**src/design/cpu_isa_pkg.sv**
```systemverilog
// CPU instruction set definitions
`default_nettype none

package cpu_isa_pkg;

	typedef logic [15:0] word_t;
	typedef logic [3:0] reg_idx_t;

	// Low nibble of every instruction word
	typedef enum logic [3:0] {
		HALT  = 4'h0,
		MOV   = 4'h1,
		MOVNZ = 4'h2,
		MOVEZ = 4'h3,
		BUS   = 4'h4,
		MEMR  = 4'h5,
		SET   = 4'h6,
		MEMW  = 4'h7,
		AND   = 4'h8,
		OR    = 4'h9,
		XOR   = 4'hA,
		ADD   = 4'hB,
		SHFT  = 4'hC,
		MUL   = 4'hD,
		GT    = 4'hE,
		EQ    = 4'hF
	} opcode_e;

	// General view, upper nibble names the condition register
	typedef struct packed {
		reg_idx_t cond;
		reg_idx_t dst;
		reg_idx_t src;
		opcode_e  op;
	} insn_fields_t;

	// Shift view, upper nibble is direction plus amount
	typedef struct packed {
		logic       shift_left;
		logic [2:0] shift_amt;
		reg_idx_t   dst;
		reg_idx_t   src;
		opcode_e    op;
	} insn_shift_t;

	typedef union packed {
		insn_fields_t fields;
		insn_shift_t  shift;
	} insn_u;

endpackage

`default_nettype wire

```
**src/design/cpu_core_pkg.sv**
```systemverilog
// CPU core definitions
`default_nettype none

package cpu_core_pkg;

	localparam int NUM_REGS = 16;

	// Data addresses use the low 15 bits of a register
	localparam int MEM_ADDR_W = 15;

	localparam int PC_W = 16;

	// Sequencer, one pass per instruction
	typedef enum logic [1:0] {
		LOAD    = 2'd0,
		EXEC    = 2'd1,
		COMMIT  = 2'd2,
		ADVANCE = 2'd3
	} state_e;

	typedef logic [MEM_ADDR_W-1:0] mem_addr_t;

endpackage

`default_nettype wire

```
**src/design/cpu_regfile.sv**
```systemverilog
// CPU register file
`timescale 1ns/10ps
`default_nettype none

module cpu_regfile (
	input  logic                  clk,
	input  logic                  mem_read_ready_stor_reset,
	input  cpu_isa_pkg::reg_idx_t rd_idx,
	output cpu_isa_pkg::word_t    rd_data,
	input  cpu_isa_pkg::reg_idx_t wr_idx,
	input  cpu_isa_pkg::word_t    wr_data,
	input  logic                  wr_en,
	input  logic [1:0]            pc_step,
	output cpu_isa_pkg::word_t    pc
);
	import cpu_isa_pkg::*;
	import cpu_core_pkg::*;

	word_t regs [NUM_REGS];
	logic [PC_W-1:0] pc_q;

	// General registers
	always_ff @(posedge clk) begin
		if (mem_read_ready_stor_reset) begin
			for (int i = 0; i < NUM_REGS; i++) begin
				regs[i] <= '0;
			end
		end else if (wr_en) begin
			regs[wr_idx] <= wr_data;
		end
	end

	// Program counter, zero step holds it
	always_ff @(posedge clk) begin
		if (mem_read_ready_stor_reset) begin
			pc_q <= '0;
		end else begin
			pc_q <= pc_q + PC_W'(pc_step);
		end
	end

	assign rd_data = regs[rd_idx];
	assign pc = pc_q;

endmodule

`default_nettype wire

```
**src/design/cpu_alu.sv**
```systemverilog
// CPU arithmetic and compare unit
`timescale 1ns/10ps
`default_nettype none

module cpu_alu (
	input  cpu_isa_pkg::word_t op_a,
	input  cpu_isa_pkg::word_t op_b,
	input  cpu_isa_pkg::insn_u insn,
	output cpu_isa_pkg::word_t result
);
	import cpu_isa_pkg::*;

	word_t product;

	// Only the low half of the product is kept
	assign product = op_a * op_b;

	always_comb begin
		result = '0;
		case (insn.fields.op)
			AND: begin
				result = op_a & op_b;
			end
			OR: begin
				result = op_a | op_b;
			end
			XOR: begin
				result = op_a ^ op_b;
			end
			ADD: begin
				result = op_a + op_b;
			end
			MUL: begin
				result = product;
			end
			GT: begin
				result = (op_a > op_b) ? 16'hFFFF : 16'h0000;
			end
			EQ: begin
				result = (op_a == op_b) ? 16'hFFFF : 16'h0000;
			end
			SHFT: begin
				// Right shifts take the whole upper nibble as amount
				if (insn.shift.shift_left) begin
					result = op_a << insn.shift.shift_amt;
				end else begin
					result = op_a >> insn.fields.cond;
				end
			end
			default: begin
				result = '0;
			end
		endcase
	end

endmodule

`default_nettype wire

```
**src/design/cpu_control.sv**
```systemverilog
// CPU sequencer and instruction control
`timescale 1ns/10ps
`default_nettype none

module cpu_control (
	input  logic                    clk,
	input  logic                    mem_read_ready_stor_reset,
	input  cpu_isa_pkg::word_t      prog_data,
	input  cpu_isa_pkg::word_t      pc,
	output logic [1:0]              pc_step,
	output cpu_isa_pkg::reg_idx_t   rd_idx,
	input  cpu_isa_pkg::word_t      rd_data,
	output cpu_isa_pkg::reg_idx_t   wr_idx,
	output cpu_isa_pkg::word_t      wr_data,
	output logic                    wr_en,
	output cpu_isa_pkg::word_t      alu_a,
	output cpu_isa_pkg::insn_u      alu_insn,
	input  cpu_isa_pkg::word_t      alu_result,
	output logic                    mem_req,
	output logic                    mem_we,
	output cpu_core_pkg::mem_addr_t mem_addr,
	output cpu_isa_pkg::word_t      mem_wdata,
	input  cpu_isa_pkg::word_t      mem_rdata,
	input  logic                    mem_ready,
	output logic                    halted
);
	import cpu_isa_pkg::*;
	import cpu_core_pkg::*;

	state_e state_q;
	logic [1:0] step_q;
	logic wr_pend_q;
	logic halted_q;

	insn_u insn_q;
	// Instruction address after LOAD, then the src operand
	word_t opa_q;
	word_t wdata_q;

	opcode_e op;
	logic cond_hit;

	assign op = insn_q.fields.op;

	// MOVNZ tests for nonzero, MOVEZ for zero
	assign cond_hit = (op == MOVNZ) ? (rd_data != '0) : (rd_data == '0);

	// Step 0 reads src, later steps read cond
	assign rd_idx = (step_q == 2'd0) ? insn_q.fields.src : insn_q.fields.cond;

	// SET moves the PC onto its data word, ADVANCE steps past it
	always_comb begin
		pc_step = 2'd0;
		if (state_q == ADVANCE) begin
			pc_step = 2'd1;
		end else if (state_q == EXEC && op == SET && pc == opa_q) begin
			pc_step = 2'd1;
		end
	end

	always_ff @(posedge clk) begin
		if (mem_read_ready_stor_reset) begin
			state_q <= LOAD;
			step_q <= 2'd0;
			wr_pend_q <= 1'b0;
			halted_q <= 1'b0;
			mem_req <= 1'b0;
			mem_we <= 1'b0;
		end else begin
			case (state_q)
				LOAD: begin
					step_q <= 2'd0;
					state_q <= EXEC;
				end
				EXEC: begin
					case (op)
						HALT, BUS: begin
							halted_q <= 1'b1;
						end
						MOV: begin
							wr_pend_q <= 1'b1;
							state_q <= COMMIT;
						end
						MOVNZ, MOVEZ: begin
							if (step_q == 2'd0) begin
								step_q <= 2'd1;
							end else begin
								wr_pend_q <= cond_hit;
								state_q <= COMMIT;
							end
						end
						SET: begin
							if (pc != opa_q) begin
								wr_pend_q <= 1'b1;
								state_q <= COMMIT;
							end
						end
						MEMR: begin
							if (step_q == 2'd0) begin
								mem_req <= 1'b1;
								mem_we <= 1'b0;
								step_q <= 2'd1;
							end else if (mem_ready) begin
								mem_req <= 1'b0;
								wr_pend_q <= 1'b1;
								state_q <= COMMIT;
							end
						end
						MEMW: begin
							// Address first, then data from cond
							if (step_q == 2'd0) begin
								step_q <= 2'd1;
							end else if (step_q == 2'd1) begin
								mem_req <= 1'b1;
								mem_we <= 1'b1;
								step_q <= 2'd2;
							end else if (mem_ready) begin
								mem_req <= 1'b0;
								mem_we <= 1'b0;
								state_q <= COMMIT;
							end
						end
						default: begin
							if (step_q == 2'd0) begin
								step_q <= 2'd1;
							end else begin
								wr_pend_q <= 1'b1;
								state_q <= COMMIT;
							end
						end
					endcase
				end
				COMMIT: begin
					wr_pend_q <= 1'b0;
					state_q <= ADVANCE;
				end
				default: begin
					state_q <= LOAD;
				end
			endcase
		end
	end

	// Instruction word and operands
	always_ff @(posedge clk) begin
		if (state_q == LOAD) begin
			insn_q <= prog_data;
			opa_q <= pc;
		end else if (state_q == EXEC) begin
			if (step_q == 2'd0 && op != SET) begin
				opa_q <= rd_data;
			end
			case (op)
				MOV, MOVNZ, MOVEZ: begin
					if (step_q == 2'd0) begin
						wdata_q <= rd_data;
					end
				end
				SET: begin
					if (pc != opa_q) begin
						wdata_q <= prog_data;
					end
				end
				MEMR: begin
					if (mem_req && mem_ready) begin
						wdata_q <= mem_rdata;
					end
				end
				MEMW: begin
					if (step_q == 2'd1) begin
						wdata_q <= rd_data;
					end
				end
				HALT, BUS: begin
				end
				default: begin
					if (step_q == 2'd1) begin
						wdata_q <= alu_result;
					end
				end
			endcase
		end
	end

	assign wr_idx = insn_q.fields.dst;
	assign wr_data = wdata_q;
	assign wr_en = (state_q == COMMIT) && wr_pend_q;

	assign alu_a = opa_q;
	assign alu_insn = insn_q;

	assign mem_addr = opa_q[MEM_ADDR_W-1:0];
	assign mem_wdata = wdata_q;

	assign halted = halted_q;

endmodule

`default_nettype wire

```
**src/design/cpu_top.sv**
```systemverilog
// CPU core top level
`timescale 1ns/10ps
`default_nettype none

module cpu_top (
	input  logic                    clk,
	input  logic                    mem_read_ready_stor_reset,
	output cpu_isa_pkg::word_t      prog_addr,
	input  cpu_isa_pkg::word_t      prog_data,
	output logic                    mem_req,
	output logic                    mem_we,
	output cpu_core_pkg::mem_addr_t mem_addr,
	output cpu_isa_pkg::word_t      mem_wdata,
	input  cpu_isa_pkg::word_t      mem_rdata,
	input  logic                    mem_ready,
	output logic                    halted
);
	import cpu_isa_pkg::*;

	reg_idx_t rd_idx;
	word_t rd_data;
	reg_idx_t wr_idx;
	word_t wr_data;
	logic wr_en;
	logic [1:0] pc_step;
	word_t alu_a;
	insn_u alu_insn;
	word_t alu_result;

	cpu_control cpu_control_i (
		.clk                       (clk),
		.mem_read_ready_stor_reset (mem_read_ready_stor_reset),
		.prog_data                 (prog_data),
		.pc                        (prog_addr),
		.pc_step                   (pc_step),
		.rd_idx                    (rd_idx),
		.rd_data                   (rd_data),
		.wr_idx                    (wr_idx),
		.wr_data                   (wr_data),
		.wr_en                     (wr_en),
		.alu_a                     (alu_a),
		.alu_insn                  (alu_insn),
		.alu_result                (alu_result),
		.mem_req                   (mem_req),
		.mem_we                    (mem_we),
		.mem_addr                  (mem_addr),
		.mem_wdata                 (mem_wdata),
		.mem_rdata                 (mem_rdata),
		.mem_ready                 (mem_ready),
		.halted                    (halted)
	);

	// Program counter doubles as the fetch address
	cpu_regfile cpu_regfile_i (
		.clk                       (clk),
		.mem_read_ready_stor_reset (mem_read_ready_stor_reset),
		.rd_idx                    (rd_idx),
		.rd_data                   (rd_data),
		.wr_idx                    (wr_idx),
		.wr_data                   (wr_data),
		.wr_en                     (wr_en),
		.pc_step                   (pc_step),
		.pc                        (prog_addr)
	);

	cpu_alu cpu_alu_i (
		.op_a   (alu_a),
		.op_b   (rd_data),
		.insn   (alu_insn),
		.result (alu_result)
	);

endmodule

`default_nettype wire

```
**config.mk**
```make
export PLATFORM = sky130hd
export DESIGN_NAME = cpu_top
export DESIGN_NICKNAME = d
export VERILOG_FILES = /design/src/design/cpu_isa_pkg.sv /design/src/design/cpu_core_pkg.sv /design/src/design/cpu_regfile.sv /design/src/design/cpu_alu.sv /design/src/design/cpu_control.sv /design/src/design/cpu_top.sv
export SDC_FILE = /design/constraint.sdc
export NUM_CORES = 1
export LEC_CHECK = 0
export BUFFER_PORTS_ARGS = -buffer_cell sky130_fd_sc_hd__buf_2
export CORE_MARGIN = 2
export CORE_UTILIZATION = 35
export CTS_BUF_LIST = sky130_fd_sc_hd__clkbuf_4 sky130_fd_sc_hd__clkbuf_8 sky130_fd_sc_hd__clkbuf_16
export CTS_CLUSTER_SIZE = 20
export DETAILED_ROUTE_END_ITERATION = 16
export HOLD_SLACK_MARGIN = 0.12
export SYNTH_ARGS = -nofsm -noshare
export SYNTH_HDL_FRONTEND = slang
export SYNTH_SLANG_ARGS = --single-unit
```
**constraint.sdc**
```tcl
create_clock -name clk -period 19.15 [get_ports clk]
set_input_delay 3.83 -clock clk [delete_from_list [all_inputs] [get_ports clk]]
set_output_delay 3.83 -clock clk [all_outputs]
set_load 0.05 [all_outputs]
```
After elaboration in Yosys (flattened, before gate mapping)
Memories as Yosys holds them, arrays and structs flattened. Cells that the tools add are included. Widths: inputs -> output; s select.

Flip-flop bits (word level): 72. Bits in writable memories: 256. Input bits: 35. Word-level logic and storage cells: 148. Memories: 1.

Add/subtract/negate cells: 2. $mul: 1. Magnitude comparators: 1. Eq/ne operators: 42. Shift-type cells: 2. Multiplexer cells: 55. Bitwise logic cells: 5. Reduce and logical (&&, ||, !) cells: 29.

Memories: cpu_regfile_i.regs (words 16, bits a word 16, read ports 1, clocked after Yosys merged registers in 0, wr ports 16, RTL line cpu_regfile.sv:19) `word_t regs [NUM_REGS];`.

Operator list (count): $mux 16 (12); $pmux 16 s8 (1); $pmux 16 s5 (1); $eq 16x16->1 (2); $eq 4x4->1 const B (8); $mux 1 (21); $mux 2 (10); $ne 3x3->1 const B (6); $add 16x16->16 (1); $add 16x2->16 (1); $and 16x16->16 (1); $eq 4x3->1 const B (4); $gt 16x16->1 (1); $logic_not 16->1 (1); $mul 16x16->16 (1); $ne 16x16->1 (1); $or 16x16->16 (1); $reduce_bool 16->1 (1); $reduce_or 16->1 (1); $shl 16x3->16 (1); $shr 16x4->16 (1); $xor 16x16->16 (1); $ne 2x2->1 const B (5); $pmux 2 s5 (1); other kinds (29) (53).

Longest topological paths before layout
An unclocked memory read counts as a cell.

Depth after elaboration: 8. Gate-level depth with buffers: 34. Mapped depth without buffers: 29.

By module
A second synthesis with hierarchy kept.

Cells, all modules: 2000. Area, all modules: 22820.6 sq um.

Modules (own cells, without submodules): cpu_regfile (instances 1, cells each 805, area an instance 12555.8 sq um, seq. area each 8007.7 sq um); cpu_alu (instances 1, cells each 892, area an instance 6979.2 sq um, seq. area each 0.0 sq um); cpu_control (instances 1, cells each 303, area an instance 3285.7 sq um, seq. area each 1601.5 sq um).

Least setup slack after synthesis
No wires, ideal clock.

Kind: register to register. Start: reg cpu_control_i.step_q[0]. End: reg cpu_control_i.wdata_q[15], in the netlist cpu_control_i.mem_wdata[15], data pin. Library setup time: 0.261 ns. Arrival: 7.334 ns. Required time: 18.889 ns. Path slack: 11.555 ns. Cell stages (with the launch flop): 31. Buffers on the path: 5. Cells stage by stage: dfxtp_1 > buf_6 > or3b_4 > and2_4 > buf_6 > buf_6 > buf_6 > buf_6 > mux4_2 > mux2i_1 > mux2i_2 > clkinv_1 > nor2_1 > fa_1 > inv_1 > fa_1 > inv_1 > fa_1 > fa_1 > inv_1 > fa_1 > fa_1 > xor2_1 > xnor2_1 > xnor2_1 > xnor2_1 > xnor2_1 > xnor3_1 > xnor3_1 > xor2_1 > a221o_1.

Cells in the longest elaborated chain, start to end: 8. Elaborated cells between the ends (all ways): 17.

RTL lines: start, declared (RTL line cpu_control.sv:31) `logic [1:0] step_q;`; start signal, assigned (RTL line cpu_control.sv:64) `step_q <= 2'd0;`; start signal, assigned (RTL line cpu_control.sv:72) `step_q <= 2'd0;`; start signal, assigned (RTL line cpu_control.sv:86) `step_q <= 2'd1;`; $logic_not 2->1 (*) (RTL line cpu_control.sv:49) `assign rd_idx = (step_q == 2'd0) ? insn_q.fields.src : insn_q.fields.cond;`; $mux 4 (*) (RTL line cpu_control.sv:49); $mem_v2 16x16 (*); branches (longest 4 deep; another with $mul 16x16->16); $pmux 16 s5 (*) (RTL line cpu_control.sv:153) `case (op)`; end signal, assigned (RTL line cpu_control.sv:156) `wdata_q <= rd_data;`; end signal, assigned (RTL line cpu_control.sv:161) `wdata_q <= prog_data;`; end signal, assigned (RTL line cpu_control.sv:178) `wdata_q <= alu_result;`; end, declared (RTL line cpu_control.sv:38) `word_t wdata_q;`.

Every way passes the cells marked *. The select of a mux whose other input is x is not followed. A chain may end at the register's enable or synchronous reset.

Worst setup path after layout
Start: reg cpu_control_i.insn_q, in the netlist cpu_control_i.alu_insn[12]. End: reg cpu_control_i.wdata_q[15], in the netlist cpu_control_i.mem_wdata[15], data pin.

Cells in the longest elaborated chain, start to end: 7. Elaborated cells between the ends (all ways): 19.

RTL lines: start, declared (RTL line cpu_control.sv:35) `insn_u insn_q;`; start signal, assigned (RTL line cpu_control.sv:147) `insn_q <= prog_data;`; branches (longest 6 deep; another with $mem_v2 16x16); $pmux 16 s5 (*) (RTL line cpu_control.sv:153).

Marked as above.

==> out/metrics.cfg <==
[outcome]
status = finished, final reports clean

[worst_setup_path]
crit_arrival_ns = 9.49
critPathLaunchType = flop
max_stage_delay_ns = 0.88
worstSetupPathType = flop to flop
crit_path_end_kind = flop
cp_slowest_cell = a31oi_1
r2r-end = cpu_control_i.mem_wdata[15]$_DFFE_PP_
cp_num_buf_inv = 7
path_delay_family = adder cells
cp_max_fo = 34
crit_required_ns = 19.44
reg2regPathDepth = 28
r2r-start = cpu_control_i.alu_insn[12]$_DFFE_PP_
cp_common_cell = fa_1
r2r_slack_ns = 9.95

[timing]
worst_pin_slew_ns = 1.15
finalHoldViolCount = 0
setup_viol = 0
slew_violations = 0
fmax_ghz = 0.109
fin_skew_ns = 0.0185
fin_crit_sh = 0.480
tns_ns = 0
slew_headroom = 0.235
rsz0062_at_grt = false
min_period_ns = 9.20

[yosys]
async_flop_share = 0
syn-num-nets = 2278
syn_area_per_cell_um2 = 10.7
netlist_area_um2 = 22100
ys_ff_latch = 328
synth_edf_count = 304
netlist-cell-type-count = 73
yosys_warnings = 0
dominantRegCellSynth = edfxtp_1
synth_cells = 2057
seq_area_frac_synth = 0.435

[hold_path]
holdCritPathClass = flop to flop
whs_endpoint = cpu_control_i.mem_we$_SDFFE_PP0P_
worstHoldPathCells = 2
min_from = cpu_control_i.mem_we$_SDFFE_PP0P_

[cells_and_area]
regArea_um2 = 9610
layout-drive-gt1-share = 0.142
mostFrequentLayoutCell = edfxtp_1
multi_input_area_um2 = 11200
layout.nets = 2317
final_cell_mix = 304 x edfxtp_1, 259 x and2_1, 177 x nand2_1
num-fill-cells = 6117
area_growth_syn_to_layout_pct = 11.2

[cts]
post_cts_buffers = 0
cts.htree.levels = 2
clock_latency_ns = 0.56
post_cts_resized = 0
cts_tree = built
cts_buffers = 38
clockBufferDepth = 3
cts_num_sinks = 328
root_buffer = clkbuf_16
clk_pin_slew_worst_paths_ns = 0.06
ctsHoldBuffers = 0

[die]
ios = 85
rows = 92
chipHeight_um = 255
die-area_um2 = 65100
initial_core_util = 0.352
core_area_um2 = 62700
die_w_um = 255

[placement]
place_congestion = 0.978
io_buffers = 84
hpwlAfterDp_um = 51800

[global_routing]
grt_pass1_wl_um = 108000
grt_pass1_vias = 16500
antenna_found_initial = 0
grt.total_usage = 0.227
grt.overflow.total = 0
grt_max_degree = 54

[routing]
vias = 16100
wl_per_cell_um = 24.4
drt_wl_total_um = 72500
ant_nets = 0
firstDrtPassIters = 6
via_per_inst = 5.40
drtIter0Drc = 1379
route.detailed.drc = 0

[job]
maxCapViolations = 0

==> through the flow <==
stage | setup slack [ns] | cells | hold slack, ns | utilization | area (µm²)
after floorplan | 11.56 | 2057 | 0.466 | - | 22100
after global placement | 10.22 | 2902 | 0.473 | 0.372 | 23300
after detailed placement | 10.09 | 2902 | 0.465 | 0.372 | 23300
after CTS | 10.07 | 2972 | 0.475 | 0.391 | 24500
after global routing | 9.55 | 2972 | 0.520 | 0.391 | 24500
final | 9.95 | 2973 | 0.472 | 0.391 | 24500
==> cells in the mapped netlist (8+ instances only) <==
master	n	area share
o21ai_1	8	0.0018
nor4_1	11	0.0031
o21bai_1	9	0.0031
buf_6	8	0.0041
a221oi_1	18	0.0071
o22ai_1	17	0.0048
fa_1	81	0.073
a211oi_1	14	0.0048
a31oi_1	14	0.0040
edfxtp_1	304	0.41
and3_1	23	0.0065
inv_1	161	0.027
nand3_1	19	0.0043
nor3_1	15	0.0034
nor2b_1	10	0.0028
o21ai_0	68	0.015
clkinv_1	9	0.0015
nand4_1	8	0.0023
mux2_1	8	0.0041
a21oi_1	55	0.012
mux4_2	34	0.035
ha_1	105	0.060
dfxtp_1	24	0.022
nand2_1	178	0.030
mux2i_1	51	0.023
buf_4	20	0.0068
a22oi_1	10	0.0034
xnor2_1	43	0.017
clkbuf_1	97	0.017
and2_1	259	0.073
o211ai_1	27	0.0092
xor2_1	30	0.012
o21a_1	9	0.0031
buf_2	11	0.0025
mux2_2	26	0.013
or2_2	19	0.0054
a21o_1	9	0.0031
nor2_1	154	0.026
==> cell families (layout without fill, tap and decap cells) <==
| logic type | Yosys count | count (layout) | synth area share |
|---|---|---|---|
| fa+ha+maj | 186 | 186 | 0.133 |
| mux | 121 | 121 | 0.0764 |
| simple gates | 721 | 721 | 0.166 |
| buf+inv | 311 | 380 | 0.0597 |
| xor+xnor | 78 | 78 | 0.0338 |
| other cells | 0 | 1 | 0 |
| compound gates | 312 | 312 | 0.0955 |
| flops | 328 | 328 | 0.435 |
==> flip-flops by register name, summed over array words and instances (netlist names), 2 cells and up <==
signal,cells
cpu_regfile_i.regs,256
cpu_control_i.alu_a,16
cpu_control_i.alu_insn,16
cpu_control_i.mem_wdata,16
cpu_regfile_i.pc,16
cpu_control_i.state_q,2
cpu_control_i.step_q,2
==> metal layers <==
| layer | GRT usage | vias up | share of wire |
|---|---|---|---|
| li1 | - | 7226 | - |
| met1 | 0.296 | 8043 | 0.42 |
| met2 | 0.376 | 655 | 0.47 |
| met3 | 0.0471 | 136 | 0.076 |
| met4 | 0.0744 | 0 | 0.034 |
| met5 | 0 | - | 0 |
==> worst max path at each step <==
| stage | startpoint | endpoint | slack, ns | cells after the start |
|---|---|---|---|---|
| after detailed placement | cpu_control_i.alu_insn[12]$_DFFE_PP_ | cpu_control_i.mem_wdata[15]$_DFFE_PP_ | 10.09 | 28 |
| after floorplan | cpu_control_i.step_q[0]$_SDFFE_PP0P_ | cpu_control_i.mem_wdata[15]$_DFFE_PP_ | 11.56 | 30 |
| after global placement | cpu_control_i.alu_insn[12]$_DFFE_PP_ | cpu_control_i.mem_wdata[15]$_DFFE_PP_ | 10.22 | 28 |
| final | cpu_control_i.alu_insn[12]$_DFFE_PP_ | cpu_control_i.mem_wdata[15]$_DFFE_PP_ | 9.95 | 28 |
| after CTS | cpu_control_i.alu_insn[12]$_DFFE_PP_ | cpu_control_i.mem_wdata[15]$_DFFE_PP_ | 10.07 | 28 |
| after global routing | cpu_control_i.alu_insn[12]$_DFFE_PP_ | cpu_control_i.mem_wdata[15]$_DFFE_PP_ | 9.55 | 28 |
==> worst register-to-register path: cells and delay by family, from the launching register on <==
family,cells,cell delay [ns]
AOI/OAI and AO/OA,3,1.33
adders and majority gates,6,2.54
and+or+nand+nor,3,0.78
xor gates and xnor gates,8,1.62
DFF,1,0.31
muxes,1,0.34
buffers and inverters,7,2.01
==> layout make-up <==
| cell class | instances | area share |
|---|---|---|
| inverters | 171 | 0.0262 |
| diodes | 1 | 0.000102 |
| flip-flops and latches | 328 | 0.392 |
| clock buffers | 53 | 0.0450 |
| repair buffers | 139 | 0.0340 |
| well taps | 846 | 0.0431 |
| clock inverters | 17 | 0.00428 |
| multi-input cells | 1418 | 0.456 |
Power is not shown: default switching activity piles up to over one toggle a cycle in this logic, so the estimate is an artifact.
